`src/logic/mgt_regs_pkg.sv`:
```
/*
  Shared register bus definitions for the transceiver channel wrapper.
  Holds the host address and data types, the command and response
  structs broadcast to and collected from the lane register blocks,
  the size of one lane's address block and the lane register offsets.
  Imported by the RTL and by the testbench model.
*/

package mgt_regs_pkg;

  // ------------------------------------------------------------------------
  // Widths
  // ------------------------------------------------------------------------

  // In-block offset bits, one lane owns 16 KiB of byte addresses
  localparam int REG_OFS_W = 14;

  // Host address spans up to four lane blocks
  localparam int REG_AWIDTH = REG_OFS_W + 2;

  localparam int REG_DWIDTH = 32;

  // Address span of one lane block in bytes
  localparam int unsigned REG_BLOCK_SIZE = 1 << REG_OFS_W;

  typedef logic [REG_AWIDTH-1:0] reg_addr_t;
  typedef logic [REG_OFS_W-1:0]  reg_ofs_t;
  typedef logic [REG_DWIDTH-1:0] reg_data_t;

  // Device id and discovery port number as reported in PORT_INFO
  typedef logic [15:0] dev_id_t;
  typedef logic [7:0]  port_num_t;

  // ------------------------------------------------------------------------
  // Bus structs
  // ------------------------------------------------------------------------

  // Command seen by every lane, strobes are single cycle
  typedef struct packed {
    logic      wr_req;
    logic      rd_req;
    reg_addr_t addr;
    reg_data_t data;
  } reg_cmd_t;

  // One lane's read response
  typedef struct packed {
    logic      rd_resp;
    reg_data_t rd_data;
  } reg_resp_t;

  // ------------------------------------------------------------------------
  // Lane register map, byte offsets inside a lane block
  // ------------------------------------------------------------------------

  // Read only, device id in 31:16 and port number in 7:0
  localparam reg_ofs_t OFS_PORT_INFO   = reg_ofs_t'('h0);
  // Bit 0 is tx_disable
  localparam reg_ofs_t OFS_CONTROL     = reg_ofs_t'('h4);
  // Bit 0 link_up, bit 1 synchronized link_ok
  localparam reg_ofs_t OFS_STATUS      = reg_ofs_t'('h8);
  // Frames seen while link is up, any write clears it
  localparam reg_ofs_t OFS_FRAME_COUNT = reg_ofs_t'('hC);

endpackage

```
`src/logic/regport_cmd_stage.sv`:
```
/*
  Host side command stage of the register bus.
  Samples the host read and write strobes with address and data, and
  broadcasts requests that fall inside the subsystem window to all
  lanes one cycle later. A request outside the window is dropped and
  flagged by a one cycle bad_addr_o pulse.
*/

`timescale 1ns/1ps

module regport_cmd_stage #(
  parameter int unsigned LANES    = 2,
  parameter int unsigned REG_BASE = 0
) (
  input  logic                    bus_clk_i,
  input  logic                    reset_i,
  input  logic                    host_wr_req_i,
  input  logic                    host_rd_req_i,
  input  mgt_regs_pkg::reg_addr_t host_addr_i,
  input  mgt_regs_pkg::reg_data_t host_wr_data_i,
  output mgt_regs_pkg::reg_cmd_t  cmd_o,
  output logic                    bad_addr_o
);

  import mgt_regs_pkg::*;

  // First byte past the last lane block
  localparam int unsigned WIN_END = REG_BASE + LANES * REG_BLOCK_SIZE;

  logic      in_window;
  logic      wr_q;
  logic      rd_q;
  logic      bad_q;
  reg_addr_t addr_q;
  reg_data_t data_q;

  if (LANES < 1 || LANES > 4) begin : g_lanes_check
    $error("LANES must be between 1 and 4");
  end

  assign in_window = (32'(host_addr_i) >= REG_BASE) && (32'(host_addr_i) < WIN_END);

  // Strobes, only in-window requests go out
  always_ff @(posedge bus_clk_i) begin
    if (reset_i) begin
      wr_q  <= 1'b0;
      rd_q  <= 1'b0;
      bad_q <= 1'b0;
    end else begin
      wr_q  <= host_wr_req_i & in_window;
      rd_q  <= host_rd_req_i & in_window;
      bad_q <= (host_wr_req_i | host_rd_req_i) & ~in_window;
    end
  end

  // Payload follows every cycle
  always_ff @(posedge bus_clk_i) begin
    addr_q <= host_addr_i;
    data_q <= host_wr_data_i;
  end

  assign cmd_o = '{wr_req: wr_q, rd_req: rd_q, addr: addr_q, data: data_q};
  assign bad_addr_o = bad_q;

  // Host never issues a read and a write in the same cycle
  a_strobes_exclusive : assert property (
    @(posedge bus_clk_i) disable iff (reset_i)
    !(host_wr_req_i && host_rd_req_i)
  );

endmodule

```
`src/logic/mgt_lane_regs.sv`:
```
/*
  Register block of one transceiver lane.
  Decodes broadcast commands that fall inside this lane's 16 KiB block
  and holds the port info, control, status and frame count registers.
  The link state is synchronized into the bus clock domain, and the
  transmit disable bit from the control word gates link_up_o.
  Read data is returned one cycle after the command.
*/

`timescale 1ns/1ps

module mgt_lane_regs #(
  parameter int unsigned LANE_BASE = 0,
  parameter int unsigned PORTNUM   = 0
) (
  input  logic                    bus_clk_i,
  input  logic                    reset_i,
  input  mgt_regs_pkg::reg_cmd_t  cmd_i,
  input  mgt_regs_pkg::dev_id_t   device_id_i,
  input  logic                    link_ok_i,
  input  logic                    frame_strobe_i,
  output mgt_regs_pkg::reg_resp_t resp_o,
  output logic                    link_up_o,
  output logic                    tx_disable_o
);

  import mgt_regs_pkg::*;

  localparam port_num_t PORT_NUM = port_num_t'(PORTNUM);

  logic      in_block;
  reg_ofs_t  ofs;
  logic      wr_hit;
  logic      rd_hit;

  logic      tx_disable_q;
  logic      link_meta_q;
  logic      link_sync_q;
  reg_data_t frame_cnt_q;

  reg_data_t rd_mux;
  logic      rd_resp_q;
  reg_data_t rd_data_q;

  // ------------------------------------------------------------------------
  // Address decode
  // ------------------------------------------------------------------------

  assign in_block = (32'(cmd_i.addr) >= LANE_BASE) &&
                    (32'(cmd_i.addr) < LANE_BASE + REG_BLOCK_SIZE);

  // Offset relative to the start of this lane's block
  assign ofs    = reg_ofs_t'(32'(cmd_i.addr) - LANE_BASE);
  assign wr_hit = cmd_i.wr_req & in_block;
  assign rd_hit = cmd_i.rd_req & in_block;

  // ------------------------------------------------------------------------
  // Control and link status
  // ------------------------------------------------------------------------

  always_ff @(posedge bus_clk_i) begin
    if (reset_i) begin
      tx_disable_q <= 1'b0;
    end else if (wr_hit && ofs == OFS_CONTROL) begin
      tx_disable_q <= cmd_i.data[0];
    end
  end

  // Two flop synchronizer for the transceiver link state
  always_ff @(posedge bus_clk_i) begin
    if (reset_i) begin
      link_meta_q <= 1'b0;
      link_sync_q <= 1'b0;
    end else begin
      link_meta_q <= link_ok_i;
      link_sync_q <= link_meta_q;
    end
  end

  // A disabled transmitter never reports the link as up
  assign link_up_o    = link_sync_q & ~tx_disable_q;
  assign tx_disable_o = tx_disable_q;

  // ------------------------------------------------------------------------
  // Frame counter
  // ------------------------------------------------------------------------

  // Clear on write wins over a coincident frame strobe
  always_ff @(posedge bus_clk_i) begin
    if (reset_i) begin
      frame_cnt_q <= '0;
    end else if (wr_hit && ofs == OFS_FRAME_COUNT) begin
      frame_cnt_q <= '0;
    end else if (frame_strobe_i && link_up_o) begin
      frame_cnt_q <= frame_cnt_q + 1'b1;
    end
  end

  // ------------------------------------------------------------------------
  // Read path
  // ------------------------------------------------------------------------

  always_comb begin
    rd_mux = '0;
    case (ofs)
      OFS_PORT_INFO:   rd_mux = {device_id_i, 8'h00, PORT_NUM};
      OFS_CONTROL:     rd_mux = {31'b0, tx_disable_q};
      OFS_STATUS:      rd_mux = {30'b0, link_sync_q, link_up_o};
      OFS_FRAME_COUNT: rd_mux = frame_cnt_q;
      default:         rd_mux = '0;
    endcase
  end

  always_ff @(posedge bus_clk_i) begin
    if (reset_i) begin
      rd_resp_q <= 1'b0;
    end else begin
      rd_resp_q <= rd_hit;
    end
  end

  always_ff @(posedge bus_clk_i) begin
    rd_data_q <= rd_mux;
  end

  assign resp_o = '{rd_resp: rd_resp_q, rd_data: rd_data_q};

  // Response only for a read that landed in this lane's block
  a_resp_after_read : assert property (
    @(posedge bus_clk_i) disable iff (reset_i)
    resp_o.rd_resp |-> $past(cmd_i.rd_req && ((32'(cmd_i.addr) - LANE_BASE) < REG_BLOCK_SIZE))
  );

endmodule

```
`src/logic/regport_resp_mux.sv`:
```
/*
  Read response collector of the register bus.
  Picks the data of the lane that answers a read, or zero when no lane
  answers, and registers it together with the response strobe toward
  the host. Lane blocks do not overlap, so one answer per cycle at most.
*/

`timescale 1ns/1ps

module regport_resp_mux #(
  parameter int unsigned LANES = 2
) (
  input  logic                    bus_clk_i,
  input  logic                    reset_i,
  input  mgt_regs_pkg::reg_resp_t lane_resp_i [LANES],
  output logic                    rd_resp_o,
  output mgt_regs_pkg::reg_data_t rd_data_o
);

  import mgt_regs_pkg::*;

  logic [LANES-1:0] resp_vec;
  reg_data_t        data_sel;
  logic             rd_resp_q;
  reg_data_t        rd_data_q;

  // OR of the answering lanes, silent lanes contribute zero
  always_comb begin
    resp_vec = '0;
    data_sel = '0;
    for (int l = 0; l < LANES; l++) begin
      resp_vec[l] = lane_resp_i[l].rd_resp;
      if (lane_resp_i[l].rd_resp) begin
        data_sel = data_sel | lane_resp_i[l].rd_data;
      end
    end
  end

  always_ff @(posedge bus_clk_i) begin
    if (reset_i) begin
      rd_resp_q <= 1'b0;
    end else begin
      rd_resp_q <= |resp_vec;
    end
  end

  always_ff @(posedge bus_clk_i) begin
    rd_data_q <= data_sel;
  end

  assign rd_resp_o = rd_resp_q;
  assign rd_data_o = rd_data_q;

  // Lane address decode must never let two lanes answer together
  a_one_lane_answers : assert property (
    @(posedge bus_clk_i) disable iff (reset_i)
    $onehot0(resp_vec)
  );

endmodule

```
`src/logic/mgt_channel_array.sv`:
```
/*
  Register and status side of a multi-lane transceiver channel wrapper.
  Host register strobes pass the command stage, are broadcast to one
  register block per lane and the answering lane's read data returns
  through the response mux. Reads complete exactly 3 cycles after the
  request. Lane l sits at REG_BASE + l * 16 KiB with port number
  PORTNUM_BASE + l.
*/

`timescale 1ns/1ps

module mgt_channel_array #(
  parameter int unsigned LANES        = 2,
  parameter int unsigned REG_BASE     = 0,
  parameter int unsigned PORTNUM_BASE = 4
) (
  input  logic                    bus_clk_i,
  input  logic                    reset_i,

  // Host register port
  input  logic                    host_wr_req_i,
  input  logic                    host_rd_req_i,
  input  mgt_regs_pkg::reg_addr_t host_addr_i,
  input  mgt_regs_pkg::reg_data_t host_wr_data_i,
  output logic                    host_rd_resp_o,
  output mgt_regs_pkg::reg_data_t host_rd_data_o,
  output logic                    bad_addr_o,

  // Discovery
  input  mgt_regs_pkg::dev_id_t   device_id_i,

  // Per-lane status and control
  input  logic [LANES-1:0]        link_ok_i,
  input  logic [LANES-1:0]        frame_strobe_i,
  output logic [LANES-1:0]        link_up_o,
  output logic [LANES-1:0]        tx_disable_o
);

  import mgt_regs_pkg::*;

  reg_cmd_t  bus_cmd;
  reg_resp_t lane_resp [LANES];

  // ------------------------------------------------------------------------
  // Command stage
  // ------------------------------------------------------------------------

  regport_cmd_stage #(
    .LANES    (LANES),
    .REG_BASE (REG_BASE)
  ) u_cmd_stage (
    .bus_clk_i      (bus_clk_i),
    .reset_i        (reset_i),
    .host_wr_req_i  (host_wr_req_i),
    .host_rd_req_i  (host_rd_req_i),
    .host_addr_i    (host_addr_i),
    .host_wr_data_i (host_wr_data_i),
    .cmd_o          (bus_cmd),
    .bad_addr_o     (bad_addr_o)
  );

  // ------------------------------------------------------------------------
  // Lanes
  // ------------------------------------------------------------------------

  for (genvar l = 0; l < LANES; l++) begin : g_lane
    mgt_lane_regs #(
      .LANE_BASE (REG_BASE + l * REG_BLOCK_SIZE),
      .PORTNUM   (PORTNUM_BASE + l)
    ) u_lane_regs (
      .bus_clk_i      (bus_clk_i),
      .reset_i        (reset_i),
      .cmd_i          (bus_cmd),
      .device_id_i    (device_id_i),
      .link_ok_i      (link_ok_i[l]),
      .frame_strobe_i (frame_strobe_i[l]),
      .resp_o         (lane_resp[l]),
      .link_up_o      (link_up_o[l]),
      .tx_disable_o   (tx_disable_o[l])
    );
  end

  // ------------------------------------------------------------------------
  // Read response
  // ------------------------------------------------------------------------

  regport_resp_mux #(
    .LANES (LANES)
  ) u_resp_mux (
    .bus_clk_i   (bus_clk_i),
    .reset_i     (reset_i),
    .lane_resp_i (lane_resp),
    .rd_resp_o   (host_rd_resp_o),
    .rd_data_o   (host_rd_data_o)
  );

endmodule

```
`config.mk`:
```
export PLATFORM = sky130hd
export DESIGN_NAME = mgt_channel_array
export DESIGN_NICKNAME = d
export VERILOG_FILES = /design/src/logic/mgt_regs_pkg.sv /design/src/logic/regport_cmd_stage.sv /design/src/logic/mgt_lane_regs.sv /design/src/logic/regport_resp_mux.sv /design/src/logic/mgt_channel_array.sv
export SDC_FILE = /design/constraint.sdc
export NUM_CORES = 1
export LEC_CHECK = 0
export BUFFER_PORTS_ARGS = -buffer_cell sky130_fd_sc_hd__buf_2
export CORE_ASPECT_RATIO = 0.6
export CORE_UTILIZATION = 54
export CTS_BUF_LIST = sky130_fd_sc_hd__clkbuf_16
export DETAILED_ROUTE_END_ITERATION = 12
export PLACE_DENSITY = 0.77
export SLEW_MARGIN = 20
export SYNTH_ARGS = -nofsm -noshare
export SYNTH_HDL_FRONTEND = slang
export SYNTH_SLANG_ARGS = --single-unit
```
`constraint.sdc`:
```
create_clock -name bus_clk_i -period 3.8 [get_ports bus_clk_i]
set_input_delay 0.57 -clock bus_clk_i [delete_from_list [all_inputs] [get_ports bus_clk_i]]
set_output_delay 0.57 -clock bus_clk_i [all_outputs]
set_load 0.02 [all_outputs]
```
==> flow_summary.yaml <==
power:
  clock_power_share_pct: 44.6
  cellPowerDensity_nw_per_um2: 472
  power.static_leakage_uw: 0.00297
  internal-power_uw: 2880
  report.power.total_uw: 3740
  power_frac_seq_pct: 53.7
  comb_power_share_pct: 1.8
  power.net_switching_uw: 858
  irDropWorstVdd_mv: 0.344
  power.share.switching_pct: 22.9
synthesis:
  post_synth_inst_count: 678
  synth.avg_cell_area_um2: 10.3
  synth-edff-count: 0
  yosys.area.top_type_share_pct: 54.3
  seq_area_frac_synth_pct: 54.3
  yosys_most_used_dff: "sky130_fd_sc_hd__dfxtp_1"
  synth.lib_cells_used.distinct: 50
  synth_nets: 752
  ys_top_cells_by_area: "sky130_fd_sc_hd__dfxtp_1 (54%), sky130_fd_sc_hd__a22o_1 (8.0%), sky130_fd_sc_hd__a21oi_1 (2.9%)"
  syn_std_cell_area_um2: 6970
  synth.largest_area_cell: "sky130_fd_sc_hd__dfxtp_1"
  synth.yosys.warnings: 0
  async_set_or_reset_flop_fraction_in_the_synthesized_netlist_pct: 0
  postSynthRegisterBits: 189
cells_and_area:
  drive_above_1_share_pct: 18.0
  antenna-diode-count: 0
  post_layout_nonfiller_instances: 911
  layout.nets: 807
  synthToLayoutAreaGrowth_pct: 13.6
routing:
  route.detailed.vias_per_inst: 5.96
  count_of_antenna_violating_nets_left_after_detailed_routing: 0
  num_vias: 5430
  wire_per_inst_um: 17.2
  drc: 0
  drt_pass1_iterations: 4
  wl_um: 15700
  drtIter0Drc: 406
clock_tree:
  h_tree_levels: 4
  cts_max_path_buffers: 2
  cts.hold.buffers_added: 0
  cts_num_sinks: 189
  cts_tree: "built"
  numCtsBuffers: 17
  post_cts_resize_count: 0
  postCtsSetupRepairBufs: 0
  clk_pin_slew_ns: 0.07
  worst_skew_pair.late_latency_ns: 0.43
  cts-root-buf: "sky130_fd_sc_hd__clkbuf_16"
sta:
  final.period_utilization_pct: 69.1
  worst_hold_slack_after_final_layout_ns: 0.238
  fin_crit_ns: 2.62
  final_max_tran_viols: 0
  hold_viol: 0
  report.final.setup_viol: 0
  max_slew_margin_pct: 42.4
  final_critical_path_setup_slack_ns: 1.18
  rsz0062_at_grt: "false"
  fin_setup_tns_ns: 0
  clock-skew-final_ns: 0.00817
  slew_at_the_pin_closest_to_its_max_slew_limit_ns: 0.862
  fmaxAchievable_ghz: 0.381
global_route:
  grt_first_pass_wirelength_um: 25800
  grt_antenna_before_repair: 0
  gr-usage-all-layers_pct: 24.9
  grt_pass1_vias: 5233
  overflow: 0
  grt_start_max_net_pins: 35
setup_path:
  setup.worst_path.class: "flip-flop to flip-flop"
  critPathArrivalTime_ns: 2.92
  critPathCaptureType: "flip-flop"
  cp_slowest_cell: "sky130_fd_sc_hd__nor4_1"
  required_ns: 4.09
  crit_fanout: 18
  critPathMaxStageDelay_ns: 0.65
  worstPathCellList: "nor4_1 > nand4_1 > o21bai_2 > buf_4 > a21oi_1"
  setup.worst_path.start_class: "flip-flop"
floorplan:
  fp.dieArea_um2: 13400
  fp.coreArea_um2: 12300
  row_count: 31
  horizontal_extent_of_the_die_um: 149
  ios: 110
  chipHeight_um: 90.0
  initial_core_util_pct: 56.5
hold_path:
  worst_hold_path_type: "input pin to flip-flop"
placed_design:
  dp.cells: 879
  place_hpwl_um: 10800
  io_buffers: 78
  dp_worst_setup_slack_ns: 1.19
  place.gp.congestion: 0.851
status:
  outcome: "finished clean"
flow_run:
  maxCapViolations: 0
-- per-stage QoR --
step | area (um2) | util, %
after floorplan | 6970 | -
after CTS | 7920 | 64.2
final | 7920 | 64.2
after global placement | 7370 | 59.7
after detailed placement | 7370 | 59.7
after global routing | 7920 | 64.2
-- critical path: cells and delay by family (launching register included) --
family | cells | cell delay (ns)
flops | 1 | 0.30
buf+inv | 1 | 0.34
compound gates | 2 | 0.66
simple gates | 2 | 1.18
-- area by class of cell --
cell class | instances | area, um2
clock buffers | 17 | 425
clock inverters | 15 | 126
fillers | 997 | 4410
inverters | 7 | 26.3
multi-input cells | 432 | 2900
flip-flops and latches | 189 | 3780
well taps | 165 | 206
repair buffers | 86 | 450
-- metal layers --
layer	routed length, um	GRT usage (%)	vias up
met5	0	0	-
met4	282	10.1	0
met3	1270	6.60	29
met2	6870	37.3	204
met1	7260	33.7	2579
li1	-	-	2618
-- path summary, 6_finish.rpt --
kind | start | to | slack (ns) | cells after the start
max | u_cmd_stage.addr_q[1] | g_lane[0].u_lane_regs.frame_cnt_q[28] | 1.18 | 5
min | host_addr_i[13] | u_cmd_stage.addr_q[13] | 0.24 | 1
max reg2reg | u_cmd_stage.addr_q[1] | g_lane[0].u_lane_regs.frame_cnt_q[28] | 1.18 | 5
min reg2reg | g_lane[1].u_lane_regs.rd_data_q[28] | u_resp_mux.rd_data_o[28] | 0.44 | 1
-- cell usage after synthesis, types with 2 or more instances --
master / instances
sky130_fd_sc_hd__buf_4: 10
sky130_fd_sc_hd__and4b_1: 2
sky130_fd_sc_hd__nor2_1: 33
sky130_fd_sc_hd__nand2_1: 26
sky130_fd_sc_hd__mux2i_1: 8
sky130_fd_sc_hd__nand3_1: 25
sky130_fd_sc_hd__buf_1: 2
sky130_fd_sc_hd__buf_2: 5
sky130_fd_sc_hd__o21ai_0: 23
sky130_fd_sc_hd__nor3b_1: 5
sky130_fd_sc_hd__nand4_2: 2
sky130_fd_sc_hd__nor2b_1: 11
sky130_fd_sc_hd__xor2_1: 10
sky130_fd_sc_hd__nor4_1: 10
sky130_fd_sc_hd__buf_6: 4
sky130_fd_sc_hd__nor4b_1: 2
sky130_fd_sc_hd__a21oi_2: 2
sky130_fd_sc_hd__or4_1: 26
sky130_fd_sc_hd__inv_1: 7
sky130_fd_sc_hd__clkbuf_1: 27
sky130_fd_sc_hd__o41ai_1: 3
sky130_fd_sc_hd__or4_4: 4
sky130_fd_sc_hd__nand3b_1: 2
sky130_fd_sc_hd__and3b_1: 2
sky130_fd_sc_hd__nor3_1: 8
sky130_fd_sc_hd__a21oi_1: 41
sky130_fd_sc_hd__or3_1: 10
sky130_fd_sc_hd__or4b_1: 2
sky130_fd_sc_hd__ha_1: 2
sky130_fd_sc_hd__and3_1: 4
sky130_fd_sc_hd__dfxtp_1: 189
sky130_fd_sc_hd__and4_1: 9
sky130_fd_sc_hd__xnor2_1: 9
sky130_fd_sc_hd__a22o_1: 64
sky130_fd_sc_hd__and2_1: 27
sky130_fd_sc_hd__o31ai_1: 25
sky130_fd_sc_hd__nand4_1: 23
sky130_fd_sc_hd__and3_2: 2
-- kinds of logic (layout without fill, tap and decap cells) --
kind of cell | Yosys count | in the layout | share of synthesized area (%)
AND/OR/NAND/NOR | 240 | 240 | 21.1
flip-flops | 189 | 189 | 54.3
AO/OA/AOI/OAI | 163 | 163 | 16.6
buffers and inverters | 57 | 125 | 4.20
XOR/XNOR | 19 | 19 | 2.39
multiplexers | 8 | 8 | 1.15
adder cells (fa/ha/maj) | 2 | 2 | 0.359
-- placed cells by master, fill, tap and decap left out, types with 9 or more instances in the layout --
| cell type | instances |
|---|---|
| sky130_fd_sc_hd__o31ai_1 | 25 |
| sky130_fd_sc_hd__and2_1 | 27 |
| sky130_fd_sc_hd__nand4_1 | 23 |
| sky130_fd_sc_hd__clkbuf_16 | 17 |
| sky130_fd_sc_hd__xnor2_1 | 9 |
| sky130_fd_sc_hd__buf_2 | 78 |
| sky130_fd_sc_hd__dfxtp_1 | 189 |
| sky130_fd_sc_hd__nor4_1 | 10 |
| sky130_fd_sc_hd__nor2_1 | 32 |
| sky130_fd_sc_hd__xor2_1 | 10 |
| sky130_fd_sc_hd__nand2_1 | 26 |
| sky130_fd_sc_hd__nand3_1 | 25 |
| sky130_fd_sc_hd__or4_1 | 26 |
| sky130_fd_sc_hd__and4_1 | 9 |
| sky130_fd_sc_hd__nor2b_1 | 11 |
| sky130_fd_sc_hd__a21oi_1 | 41 |
| sky130_fd_sc_hd__o21ai_0 | 23 |
| sky130_fd_sc_hd__a22o_1 | 64 |
| sky130_fd_sc_hd__or3_1 | 10 |
-- sequential cells by signal, indices dropped and copies added (netlist names) --
signal	flops
g_lane.u_lane_regs.frame_cnt_q	64
g_lane.u_lane_regs.rd_data_q	64
u_resp_mux.rd_data_o	32
u_cmd_stage.addr_q	16
g_lane.u_lane_regs.link_meta_q	2
g_lane.u_lane_regs.link_sync_q	2
g_lane.u_lane_regs.rd_resp_q	2
g_lane.u_lane_regs.tx_disable_o	2
u_cmd_stage.bad_addr_o	1
u_cmd_stage.data_q	1
u_cmd_stage.rd_q	1
u_cmd_stage.wr_q	1
u_resp_mux.rd_resp_o	1
-- power groups by stage --
stage	sequential, uW	combinational (uW)	clock (uW)
floorplan	2050	35.3	0
CTS	2010	65.8	1690
detailed placement	2050	65.3	0
global placement	2050	62.6	0
global route	2010	71.7	1790
finish	2010	65.6	1670
(Power assumes the default switching activity.)
